`config.mk`:
```
export PLATFORM = sky130hd
export DESIGN_NAME = iob_top
export DESIGN_NICKNAME = d
export VERILOG_FILES = /design/src/hw/iob_pkg.sv /design/src/hw/iob_bus_if.sv /design/src/hw/iob_axi_decode.sv /design/src/hw/iob_reg_execute.sv /design/src/hw/iob_timers.sv /design/src/hw/iob_axi_result.sv /design/src/hw/iob_top.sv
export SDC_FILE = /design/constraint.sdc
export NUM_CORES = 1
export LEC_CHECK = 0
export ABC_AREA = 1
export BUFFER_PORTS_ARGS = -buffer_cell sky130_fd_sc_hd__buf_2
export CORE_ASPECT_RATIO = 0.9
export CORE_UTILIZATION = 57
export DETAILED_ROUTE_END_ITERATION = 8
export PLACE_DENSITY = 0.78
export REMOVE_ABC_BUFFERS = 1
export SYNTH_ARGS = -nofsm -noshare
export SYNTH_HDL_FRONTEND = slang
export SYNTH_SLANG_ARGS = --single-unit
```
`constraint.sdc`:
```
create_clock -name clk -period 2.8 [get_ports clk]
set_input_delay 0 -clock clk [delete_from_list [all_inputs] [get_ports clk]]
set_output_delay 0 -clock clk [all_outputs]
set_load 0.02 [all_outputs]
```
`src/hw/iob_pkg.sv`:
```
package iob_pkg;

   // ~~~~~~~~~~~~~~~~~~~~~~~~~~~~~~~~~~~~~~~~
   // Bus geometry
   // ~~~~~~~~~~~~~~~~~~~~~~~~~~~~~~~~~~~~~~~~

   localparam int ADDR_W = 6;   // Sixteen word registers
   localparam int DATA_W = 32;

   // Word offsets of the board registers
   typedef enum logic [3:0] {
      REG_KBD_LO  = 4'd0,
      REG_KBD_HI  = 4'd1,
      REG_MOUSE_Y = 4'd2,
      REG_MOUSE_X = 4'd3,
      REG_BEEP    = 4'd4,
      REG_CSR     = 4'd5,
      REG_USEC_LO = 4'd8,
      REG_USEC_HI = 4'd9,
      REG_TICK    = 4'd10
   } iob_reg_e;

   // ~~~~~~~~~~~~~~~~~~~~~~~~~~~~~~~~~~~~~~~~
   // CSR word, written and read differently
   // ~~~~~~~~~~~~~~~~~~~~~~~~~~~~~~~~~~~~~~~~

   // Enable bits line up with the ready bits: 0 mouse, 1 keyboard, 2 tick
   typedef struct packed {
      logic [27:0] spare;   // Ignored on write
      logic        mode;
      logic [2:0]  irq_en;
   } iob_csr_ctrl_s;

   typedef struct packed {
      logic [24:0] zero;
      logic [2:0]  ready;   // Latched source flags
      logic        mode;
      logic [2:0]  irq_en;
   } iob_csr_stat_s;

   typedef union packed {
      logic [DATA_W-1:0] word;
      iob_csr_ctrl_s     ctrl;
      iob_csr_stat_s     stat;
   } iob_csr_u;

   typedef enum logic [1:0] {
      RESP_OKAY   = 2'd0,
      RESP_SLVERR = 2'd2
   } iob_resp_e;

endpackage

```
`src/hw/iob_bus_if.sv`:
```
`timescale 1ns/1ps

interface iob_bus_if;

   // Request, from decode
   logic                         req_valid;   // One-cycle pulse
   logic                         write;
   iob_pkg::iob_reg_e            sel;
   logic [iob_pkg::DATA_W-1:0]   wdata;
   logic                         hit;         // Aligned and mapped

   // Result, from execute
   logic [iob_pkg::DATA_W-1:0]   rdata;
   logic                         resp_valid;

   // Completion, from the response stage
   logic                         done;

   modport decode (
      output req_valid, write, sel, wdata, hit,
      input  done
   );

   modport execute (
      input  req_valid, write, sel, wdata, hit,
      output rdata, resp_valid
   );

   modport result (
      input  write, hit, rdata, resp_valid,
      output done
   );

endinterface

```
`src/hw/iob_axi_decode.sv`:
```
`timescale 1ns/1ps

module iob_axi_decode (
   input  logic                         clk,
   input  logic                         reset,

   input  logic [iob_pkg::ADDR_W-1:0]   awaddr,
   input  logic                         awvalid,
   output logic                         awready,

   input  logic [iob_pkg::DATA_W-1:0]   wdata,
   input  logic                         wvalid,
   output logic                         wready,

   input  logic [iob_pkg::ADDR_W-1:0]   araddr,
   input  logic                         arvalid,
   output logic                         arready,

   iob_bus_if.decode                    bus
);

   logic                         busy;       // One transaction in flight
   logic                         wr_accept;
   logic                         rd_accept;
   logic [iob_pkg::ADDR_W-1:0]   req_addr;
   logic [iob_pkg::ADDR_W-3:0]   word_off;
   logic                         map_hit;

   // ~~~~~~~~~~~~~~~~~~~~~~~~~~~~~~~~~~~~~~~~
   // Channel acceptance
   // ~~~~~~~~~~~~~~~~~~~~~~~~~~~~~~~~~~~~~~~~

   assign wr_accept = !busy && awvalid && wvalid;                // Write wins a tie
   assign rd_accept = !busy && arvalid && !(awvalid && wvalid);

   assign awready = wr_accept;
   assign wready  = wr_accept;
   assign arready = rd_accept;

   assign req_addr = wr_accept ? awaddr : araddr;
   assign word_off = req_addr[iob_pkg::ADDR_W-1:2];

   // Only the offsets of the register map answer
   always_comb
   begin
      case (iob_pkg::iob_reg_e'(word_off))
         iob_pkg::REG_KBD_LO,
         iob_pkg::REG_KBD_HI,
         iob_pkg::REG_MOUSE_Y,
         iob_pkg::REG_MOUSE_X,
         iob_pkg::REG_BEEP,
         iob_pkg::REG_CSR,
         iob_pkg::REG_USEC_LO,
         iob_pkg::REG_USEC_HI,
         iob_pkg::REG_TICK:   map_hit = 1'b1;
         default:             map_hit = 1'b0;
      endcase
   end

   always_ff @(posedge clk)
   begin
      if (reset)
      begin
         busy          <= 1'b0;
         bus.req_valid <= 1'b0;
      end
      else
      begin
         bus.req_valid <= wr_accept || rd_accept;
         if (wr_accept || rd_accept)
            busy <= 1'b1;
         else if (bus.done)
            busy <= 1'b0;                           // Response taken by the master
      end
   end

   // Request fields hold still until the next acceptance
   always_ff @(posedge clk)
   begin
      if (wr_accept || rd_accept)
      begin
         bus.write <= wr_accept;
         bus.sel   <= iob_pkg::iob_reg_e'(word_off);
         bus.hit   <= map_hit && (req_addr[1:0] == 2'b00);
         bus.wdata <= wdata;
      end
   end

endmodule

```
`src/hw/iob_reg_execute.sv`:
```
`timescale 1ns/1ps

module iob_reg_execute (
   input  logic          clk,
   input  logic          reset,

   iob_bus_if.execute    bus,

   input  logic          key_valid,
   input  logic [31:0]   key_code,

   input  logic          mouse_valid,
   input  logic [11:0]   mouse_x,
   input  logic [11:0]   mouse_y,
   input  logic [2:0]    mouse_buttons,
   input  logic [3:0]    mouse_raw,

   input  logic [31:0]   usec_count,
   input  logic [31:0]   tick_count,
   input  logic          tick_pulse,

   output logic          tick_start,
   output logic          beep,
   output logic          interrupt
);

   localparam int RDY_MOUSE = 0;
   localparam int RDY_KBD   = 1;
   localparam int RDY_TICK  = 2;

   logic [31:0]                  key_q;
   logic [11:0]                  mouse_x_q;
   logic [11:0]                  mouse_y_q;
   logic [2:0]                   buttons_q;
   logic [3:0]                   raw_q;
   logic [2:0]                   ready;
   logic [2:0]                   irq_en;
   logic                         mode;
   iob_pkg::iob_csr_u            csr_wr;
   iob_pkg::iob_csr_u            csr_rd;
   logic [iob_pkg::DATA_W-1:0]   read_word;
   logic                         rd_hit;
   logic                         wr_hit;

   assign rd_hit = bus.req_valid && bus.hit && !bus.write;
   assign wr_hit = bus.req_valid && bus.hit && bus.write;

   assign csr_wr    = iob_pkg::iob_csr_u'(bus.wdata);    // Control view
   assign interrupt = |(ready & irq_en);

   // ~~~~~~~~~~~~~~~~~~~~~~~~~~~~~~~~~~~~~~~~
   // Read mux
   // ~~~~~~~~~~~~~~~~~~~~~~~~~~~~~~~~~~~~~~~~

   always_comb
   begin
      csr_rd             = '0;
      csr_rd.stat.ready  = ready;
      csr_rd.stat.mode   = mode;
      csr_rd.stat.irq_en = irq_en;

      case (bus.sel)
         iob_pkg::REG_KBD_LO:  read_word = {16'b0, key_q[15:0]};
         iob_pkg::REG_KBD_HI:  read_word = {16'b0, key_q[31:16]};
         iob_pkg::REG_MOUSE_Y: read_word = {17'b0, buttons_q, mouse_y_q};   // Head, middle, tail
         iob_pkg::REG_MOUSE_X: read_word = {16'b0, raw_q, mouse_x_q};
         iob_pkg::REG_CSR:     read_word = csr_rd.word;
         iob_pkg::REG_USEC_LO: read_word = {16'b0, usec_count[15:0]};
         iob_pkg::REG_USEC_HI: read_word = {16'b0, usec_count[31:16]};
         iob_pkg::REG_TICK:    read_word = tick_count;
         default:              read_word = '0;
      endcase
   end

   // ~~~~~~~~~~~~~~~~~~~~~~~~~~~~~~~~~~~~~~~~
   // Registers and side effects
   // ~~~~~~~~~~~~~~~~~~~~~~~~~~~~~~~~~~~~~~~~

   always_ff @(posedge clk)
   begin
      if (reset)
      begin
         key_q          <= '0;
         mouse_x_q      <= '0;
         mouse_y_q      <= '0;
         buttons_q      <= '0;
         raw_q          <= '0;
         ready          <= '0;
         irq_en         <= '0;
         mode           <= 1'b0;
         beep           <= 1'b0;
         tick_start     <= 1'b0;
         bus.resp_valid <= 1'b0;
      end
      else
      begin
         bus.resp_valid <= bus.req_valid;     // Misses are answered too
         tick_start     <= rd_hit && (bus.sel == iob_pkg::REG_TICK);

         if (rd_hit)
         begin
            case (bus.sel)
               iob_pkg::REG_KBD_LO,
               iob_pkg::REG_KBD_HI:  ready[RDY_KBD]   <= 1'b0;
               iob_pkg::REG_MOUSE_Y: ready[RDY_MOUSE] <= 1'b0;
               iob_pkg::REG_TICK:    ready[RDY_TICK]  <= 1'b0;
               default:              ;
            endcase
         end

         if (wr_hit && bus.sel == iob_pkg::REG_CSR)
         begin
            irq_en <= csr_wr.ctrl.irq_en;
            mode   <= csr_wr.ctrl.mode;
         end
         if (wr_hit && bus.sel == iob_pkg::REG_BEEP)
            beep <= !beep;

         // New data sets its flag even when a read clears it in the same cycle
         if (key_valid)
         begin
            key_q          <= key_code;
            ready[RDY_KBD] <= 1'b1;
         end
         if (mouse_valid)
         begin
            mouse_x_q        <= mouse_x;
            mouse_y_q        <= mouse_y;
            buttons_q        <= mouse_buttons;
            raw_q            <= mouse_raw;
            ready[RDY_MOUSE] <= 1'b1;
         end
         if (tick_pulse)
            ready[RDY_TICK] <= 1'b1;
      end
   end

   always_ff @(posedge clk)
   begin
      if (bus.req_valid)
         bus.rdata <= rd_hit ? read_word : '0;
   end

endmodule

```
`src/hw/iob_timers.sv`:
```
`timescale 1ns/1ps

module iob_timers #(
   parameter int CLK_HZ  = 50_000_000,
   parameter int TICK_HZ = 60
) (
   input  logic          clk,
   input  logic          reset,
   input  logic          tick_start,
   output logic [31:0]   usec_count,
   output logic [31:0]   tick_count,
   output logic          tick_pulse
);

   localparam int USEC_DIV = CLK_HZ / 1_000_000;
   localparam int TICK_DIV = CLK_HZ / TICK_HZ;
   localparam int USEC_PW  = $clog2(USEC_DIV + 1);
   localparam int TICK_PW  = $clog2(TICK_DIV + 1);

   logic [USEC_PW-1:0]   usec_pre;
   logic [TICK_PW-1:0]   tick_pre;
   logic                 tick_en;     // Sticky once started
   logic                 usec_wrap;
   logic                 tick_wrap;

   assign usec_wrap = usec_pre == USEC_PW'(USEC_DIV - 1);
   assign tick_wrap = tick_pre == TICK_PW'(TICK_DIV - 1);

   // ~~~~~~~~~~~~~~~~~~~~~~~~~~~~~~~~~~~~~~~~
   // Free-running microsecond clock
   // ~~~~~~~~~~~~~~~~~~~~~~~~~~~~~~~~~~~~~~~~

   always_ff @(posedge clk)
   begin
      if (reset)
      begin
         usec_pre   <= '0;
         usec_count <= '0;
      end
      else if (usec_wrap)
      begin
         usec_pre   <= '0;
         usec_count <= usec_count + 32'd1;
      end
      else
         usec_pre <= usec_pre + 1'b1;
   end

   // ~~~~~~~~~~~~~~~~~~~~~~~~~~~~~~~~~~~~~~~~
   // Tick clock, idle until first started
   // ~~~~~~~~~~~~~~~~~~~~~~~~~~~~~~~~~~~~~~~~

   always_ff @(posedge clk)
   begin
      if (reset)
      begin
         tick_en    <= 1'b0;
         tick_pre   <= '0;
         tick_count <= '0;
         tick_pulse <= 1'b0;
      end
      else
      begin
         if (tick_start)
            tick_en <= 1'b1;
         tick_pulse <= tick_en && tick_wrap;
         if (tick_en)
         begin
            if (tick_wrap)
            begin
               tick_pre   <= '0;
               tick_count <= tick_count + 32'd1;
            end
            else
               tick_pre <= tick_pre + 1'b1;
         end
      end
   end

endmodule

```
`src/hw/iob_axi_result.sv`:
```
`timescale 1ns/1ps

module iob_axi_result (
   input  logic                         clk,
   input  logic                         reset,

   iob_bus_if.result                    bus,

   output logic [1:0]                   bresp,
   output logic                         bvalid,
   input  logic                         bready,

   output logic [iob_pkg::DATA_W-1:0]   rdata,
   output logic [1:0]                   rresp,
   output logic                         rvalid,
   input  logic                         rready
);

   iob_pkg::iob_resp_e   resp_code;
   logic                 b_take;
   logic                 r_take;

   assign resp_code = bus.hit ? iob_pkg::RESP_OKAY : iob_pkg::RESP_SLVERR;
   assign b_take    = bvalid && bready;
   assign r_take    = rvalid && rready;

   // ~~~~~~~~~~~~~~~~~~~~~~~~~~~~~~~~~~~~~~~~
   // Response valids and completion
   // ~~~~~~~~~~~~~~~~~~~~~~~~~~~~~~~~~~~~~~~~

   always_ff @(posedge clk)
   begin
      if (reset)
      begin
         bvalid   <= 1'b0;
         rvalid   <= 1'b0;
         bus.done <= 1'b0;
      end
      else
      begin
         bus.done <= b_take || r_take;     // Frees decode for the next request

         if (bus.resp_valid && bus.write)
            bvalid <= 1'b1;
         else if (b_take)
            bvalid <= 1'b0;

         if (bus.resp_valid && !bus.write)
            rvalid <= 1'b1;
         else if (r_take)
            rvalid <= 1'b0;
      end
   end

   // Payload is loaded once and held under back-pressure
   always_ff @(posedge clk)
   begin
      if (bus.resp_valid)
      begin
         if (bus.write)
            bresp <= resp_code;
         else
         begin
            rresp <= resp_code;
            rdata <= bus.rdata;
         end
      end
   end

endmodule

```
`src/hw/iob_top.sv`:
```
`timescale 1ns/1ps

module iob_top #(
   parameter int CLK_HZ  = 50_000_000,
   parameter int TICK_HZ = 60
) (
   input  logic                         clk,
   input  logic                         reset,

   // AXI4-Lite slave
   input  logic [iob_pkg::ADDR_W-1:0]   awaddr,
   input  logic                         awvalid,
   output logic                         awready,
   input  logic [iob_pkg::DATA_W-1:0]   wdata,
   input  logic [3:0]                   wstrb,      // Unused, registers are word-wide
   input  logic                         wvalid,
   output logic                         wready,
   output logic [1:0]                   bresp,
   output logic                         bvalid,
   input  logic                         bready,
   input  logic [iob_pkg::ADDR_W-1:0]   araddr,
   input  logic                         arvalid,
   output logic                         arready,
   output logic [iob_pkg::DATA_W-1:0]   rdata,
   output logic [1:0]                   rresp,
   output logic                         rvalid,
   input  logic                         rready,

   // Keyboard and mouse
   input  logic                         key_valid,
   input  logic [31:0]                  key_code,
   input  logic                         mouse_valid,
   input  logic [11:0]                  mouse_x,
   input  logic [11:0]                  mouse_y,
   input  logic [2:0]                   mouse_buttons,
   input  logic [3:0]                   mouse_raw,

   output logic                         beep,
   output logic                         interrupt
);

   logic [31:0]   usec_count;
   logic [31:0]   tick_count;
   logic          tick_pulse;
   logic          tick_start;

   iob_bus_if bus ();

   // ~~~~~~~~~~~~~~~~~~~~~~~~~~~~~~~~~~~~~~~~
   // Decode, execute, result
   // ~~~~~~~~~~~~~~~~~~~~~~~~~~~~~~~~~~~~~~~~

   iob_axi_decode u_decode (
      .clk     (clk),
      .reset   (reset),
      .awaddr  (awaddr),
      .awvalid (awvalid),
      .awready (awready),
      .wdata   (wdata),
      .wvalid  (wvalid),
      .wready  (wready),
      .araddr  (araddr),
      .arvalid (arvalid),
      .arready (arready),
      .bus     (bus.decode)
   );

   iob_reg_execute u_execute (
      .clk           (clk),
      .reset         (reset),
      .bus           (bus.execute),
      .key_valid     (key_valid),
      .key_code      (key_code),
      .mouse_valid   (mouse_valid),
      .mouse_x       (mouse_x),
      .mouse_y       (mouse_y),
      .mouse_buttons (mouse_buttons),
      .mouse_raw     (mouse_raw),
      .usec_count    (usec_count),
      .tick_count    (tick_count),
      .tick_pulse    (tick_pulse),
      .tick_start    (tick_start),
      .beep          (beep),
      .interrupt     (interrupt)
   );

   iob_timers #(
      .CLK_HZ  (CLK_HZ),
      .TICK_HZ (TICK_HZ)
   ) u_timers (
      .clk        (clk),
      .reset      (reset),
      .tick_start (tick_start),
      .usec_count (usec_count),
      .tick_count (tick_count),
      .tick_pulse (tick_pulse)
   );

   iob_axi_result u_result (
      .clk    (clk),
      .reset  (reset),
      .bus    (bus.result),
      .bresp  (bresp),
      .bvalid (bvalid),
      .bready (bready),
      .rdata  (rdata),
      .rresp  (rresp),
      .rvalid (rvalid),
      .rready (rready)
   );

endmodule

```
==> metrics.log <==
[metrics] result of the run: finished, final reports clean
[metrics] Hold Fails Final Rpt: 0
[metrics] Area Growth Syn to Fin: 22.8%
[metrics] global routing met3 resource utilization: 4.80%
[metrics] router iterations before antenna repair: 5
[metrics] Max Cap Violations: 0
[metrics] floorplan row count: between 40 and 50
[metrics] Clock Tree Buf Depth: 3
[metrics] die outline area: 0.0202 sq mm
[metrics] final-report setup violation count: 0
[metrics] Synthesis Warnings: 0
[metrics] setup ws final: between 0.5 and 0.6 ns
[metrics] Nets: between 1500 and 2000
[metrics] cell count after synthesis: between 1000 and 1500
[metrics] fraction of the yosys area taken by sequential cells: between 50% and 60%
[metrics] total CTS buffers: 26
[metrics] vertical die dimension: roughly 130 um
[metrics] arrival time reported for the critical path endpoint: 2.53 ns
[metrics] top achievable clock speed: 444 MHz
[metrics] distinct cell type count after synthesis: 38
[metrics] type of the worst min-delay path: input pin to flip-flop
[metrics] number of port buffers: about 130
[metrics] post-detailed-route wirelength per cell: 15.2 um
[metrics] global-route usage over all layers: around 30%
[metrics] primary flip-flop cell chosen by synthesis mapping: sky130_fd_sc_hd__dfxtp_1
[metrics] maximum level of the CTS H-tree: 1
[metrics] number of flip-flops and latches in the synthesized netlist: approximately 250
[metrics] buffer cell driving the clock tree root: sky130_fd_sc_hd__clkbuf_16
[metrics] end-of-flow core utilization: about 70%
[metrics] clock insertion delay at the later pin of the skew report: about 0.53 ns
[metrics] Area after DPL: about 0.012 sq mm
[metrics] RSZ-0062 raised after global routing: no
[metrics] clock edge transition at the registers on the reported setup and hold paths: about 0.060 ns
[metrics] routing layer with the top usage in global route: met2
[metrics] cell taking the most area after synthesis: sky130_fd_sc_hd__dfxtp_1
[metrics] via total after detailed routing: between 10000 and 15000
[metrics] area of all placed cells without fillers: about 0.014 sq mm
[metrics] TritonCTS clock tree: done
[metrics] Mapped Avg Cell Area: roughly 7.6 sq um
[metrics] number of max-slew violations in the final report: 0
[metrics] element type at the critical path start: flip-flop
[metrics] synthesized cell area: about 0.011 sq mm
[metrics] leakage component of the power: 5.51 nW
[metrics] gr ovfl total: 0
[metrics] WHS: a little under 0.05 ns
[metrics] sort of element at the end of the critical path: flip-flop
[metrics] core box area: slightly below 0.02 sq mm
[metrics] largest net degree at the start of global routing: between 100 and 150
[metrics] horizontal die dimension: roughly 150 um
[metrics] iteration-0 DRC count of the detailed router: around 1100
[metrics] DP HPWL: ~18000 um
[metrics] Boundary Pins: 163
[metrics] count of nets left with antenna violations after detail routing: 0
[metrics] number of synthesized flops with an enable pin: 76
[metrics] minimum clock period after layout: ~2.3 ns
[metrics] number of antenna violations at the first check in global routing: 0
[metrics] GR Layer Usage met2: a little under 50%
[metrics] starting density of the core: 58.2%
[metrics] number of global-route vias before repair: roughly 10000
[metrics] fraction of final layout cells sized beyond drive strength 1: 14.1%
[metrics] Routability Congestion: about 0.94
[metrics] final setup skew: ~0.010 ns
[metrics] CP Max Fanout: 5
[metrics] Final Cycle Share: between 80% and 90%
[metrics] Clock Sinks: 246
[metrics] synth top area cells: sky130_fd_sc_hd__dfxtp_1 30%, sky130_fd_sc_hd__edfxtp_1 20%, sky130_fd_sc_hd__nor2_1 11%
[metrics] DRC violation count after routing: 0
[metrics] grt met1 use: between 30% and 40%
[metrics] vias per cell: ~5.5
[metrics] share of the synthesized area in the top cell type: roughly 30%
[metrics] power per standard cell area: ~570 mW/mm^2
[metrics] worst setup slack before clock tree synthesis: approximately 0.87 ns
[metrics] worst voltage drop across the vdd grid: 0.415 mV
[metrics] wirelength, routed: slightly below 30000 um
[metrics] first-pass GRT wire length: 47900 um
[metrics] worst-case headroom to the max-slew limit: between 20% and 30%
[metrics] worst endpoint required time: 3.08 ns
[metrics] Synth async-reset ratio: 0%
[metrics] class of the most critical setup path: flip-flop to flip-flop
[metrics] pin slew with the least headroom to its limit: 1.09 ns
critical path, cell delays in order, from the launching register on:
cell and delay (ns):
sky130_fd_sc_hd__dfxtp_1 0.40, sky130_fd_sc_hd__nor2_4 0.07, sky130_fd_sc_hd__inv_2 0.09, sky130_fd_sc_hd__nand2_1 0.07, sky130_fd_sc_hd__nand2_1 0.07, sky130_fd_sc_hd__dlygate4sd3_1 0.56
sky130_fd_sc_hd__o21ai_0 0.09, sky130_fd_sc_hd__o211a_1 0.11, sky130_fd_sc_hd__dlygate4sd3_1 0.54
metal layers:
layer	vias to the layer above	wire, um
li1	5191	-
met1	4908	12400
met2	460	14000
met3	86	2220
met4	0	978
met5	-	0
final timing paths:
| check | start | to | slack (ns) | cells past startpoint |
|---|---|---|---|---|
| min reg2reg | u_execute.bus.rdata[3] | u_result.rdata[3] | 0.42 | 0 |
| min | reset | u_timers.usec_count[21] | 0.05 | 3 |
| max reg2reg | u_decode.busy | u_decode.bus.hit | 0.55 | 8 |
| max | u_decode.busy | u_decode.bus.hit | 0.55 | 8 |
placed cells by master, fill, tap and decap left out, types with 5 or more instances in the layout:
cell and n:
sky130_fd_sc_hd__buf_4 16, sky130_fd_sc_hd__clkbuf_1 6, sky130_fd_sc_hd__nand2_1 245, sky130_fd_sc_hd__nand4_1 16, sky130_fd_sc_hd__xor2_1 9, sky130_fd_sc_hd__inv_2 17, sky130_fd_sc_hd__dlygate4sd3_1 85, sky130_fd_sc_hd__clkinv_2 6
sky130_fd_sc_hd__a21oi_1 73, sky130_fd_sc_hd__nor3_1 21, sky130_fd_sc_hd__ha_1 6, sky130_fd_sc_hd__o21ai_1 9, sky130_fd_sc_hd__nor2_1 335, sky130_fd_sc_hd__clkbuf_16 27, sky130_fd_sc_hd__nand3_1 157, sky130_fd_sc_hd__buf_2 128
sky130_fd_sc_hd__edfxtp_1 76, sky130_fd_sc_hd__nor2_4 10, sky130_fd_sc_hd__dfxtp_1 170, sky130_fd_sc_hd__nor2_2 17, sky130_fd_sc_hd__a31oi_1 5, sky130_fd_sc_hd__inv_1 127, sky130_fd_sc_hd__o21ai_0 95
through the flow:
stage	TNS [ns]	total power, mW	std cells
floorplan	-3.95	4.20	1418
global placement	0	4.41	1812
detailed placement	0	4.43	1812
CTS	0	7.80	1946
global route	0	8.06	1947
finish	0	7.82	1948
report_power, final:
group | internal [mW] | switching [mW]
combinational | 0.239 | 0.372
sequential | 3.81 | 0.0624
clock | 1.95 | 1.38
total | 6.00 | 1.82
area by class of cell:
cell class	count	area (sq um)
Timing Repair Buffer	231	1650
Sequential cell	246	5690
Clock buffer	37	753
Multi-Input combinational cell	1028	4710
Fill cell	1501	5490
Tap cell	250	313
Antenna cell	1	2.50
Inverter	144	541
Clock inverter	11	75.1
timing repair:
action                     4_1_cts  5_1_grt
setup endpoints to repair        0        1
resized for setup                0        2
hold buffers                    86        0
hold endpoints to repair        77        0
setup buffers                    0        2
cells in the mapped netlist (10+ instances only):
| library cell | instances |
|---|---|
| sky130_fd_sc_hd__nor2_1 | 337 |
| sky130_fd_sc_hd__nand2_1 | 245 |
| sky130_fd_sc_hd__dfxtp_1 | 170 |
| sky130_fd_sc_hd__nand3_1 | 157 |
| sky130_fd_sc_hd__inv_1 | 128 |
| sky130_fd_sc_hd__o21ai_0 | 95 |
| sky130_fd_sc_hd__edfxtp_1 | 76 |
| sky130_fd_sc_hd__a21oi_1 | 73 |
| sky130_fd_sc_hd__clkbuf_1 | 22 |
| sky130_fd_sc_hd__nor3_1 | 21 |
| sky130_fd_sc_hd__nor2_2 | 17 |
| sky130_fd_sc_hd__nand4_1 | 16 |
| sky130_fd_sc_hd__buf_2 | 15 |
| sky130_fd_sc_hd__inv_2 | 15 |
| sky130_fd_sc_hd__buf_4 | 10 |
cells by family after synthesis:
family	after synthesis	share of synthesized area, %
simple gates	816	31.4
flops	246	50.8
buf+inv	198	7.22
compound gates	192	8.89
xor+xnor	12	0.940
fa+ha+maj	6	0.671
other cells	1	0.0335
state kept, by name, summed over array words and instances, names as in the netlist, 12 cells and up:
name,flops
u_timers.usec_count,32
u_execute.bus.rdata,32
u_execute.mouse_y_q,12
u_result.rdata,32
u_timers.tick_pre,20
u_timers.tick_count,32
u_execute.mouse_x_q,12
u_execute.key_q,32
No activity file was read; power rests on OpenSTA's default activity.
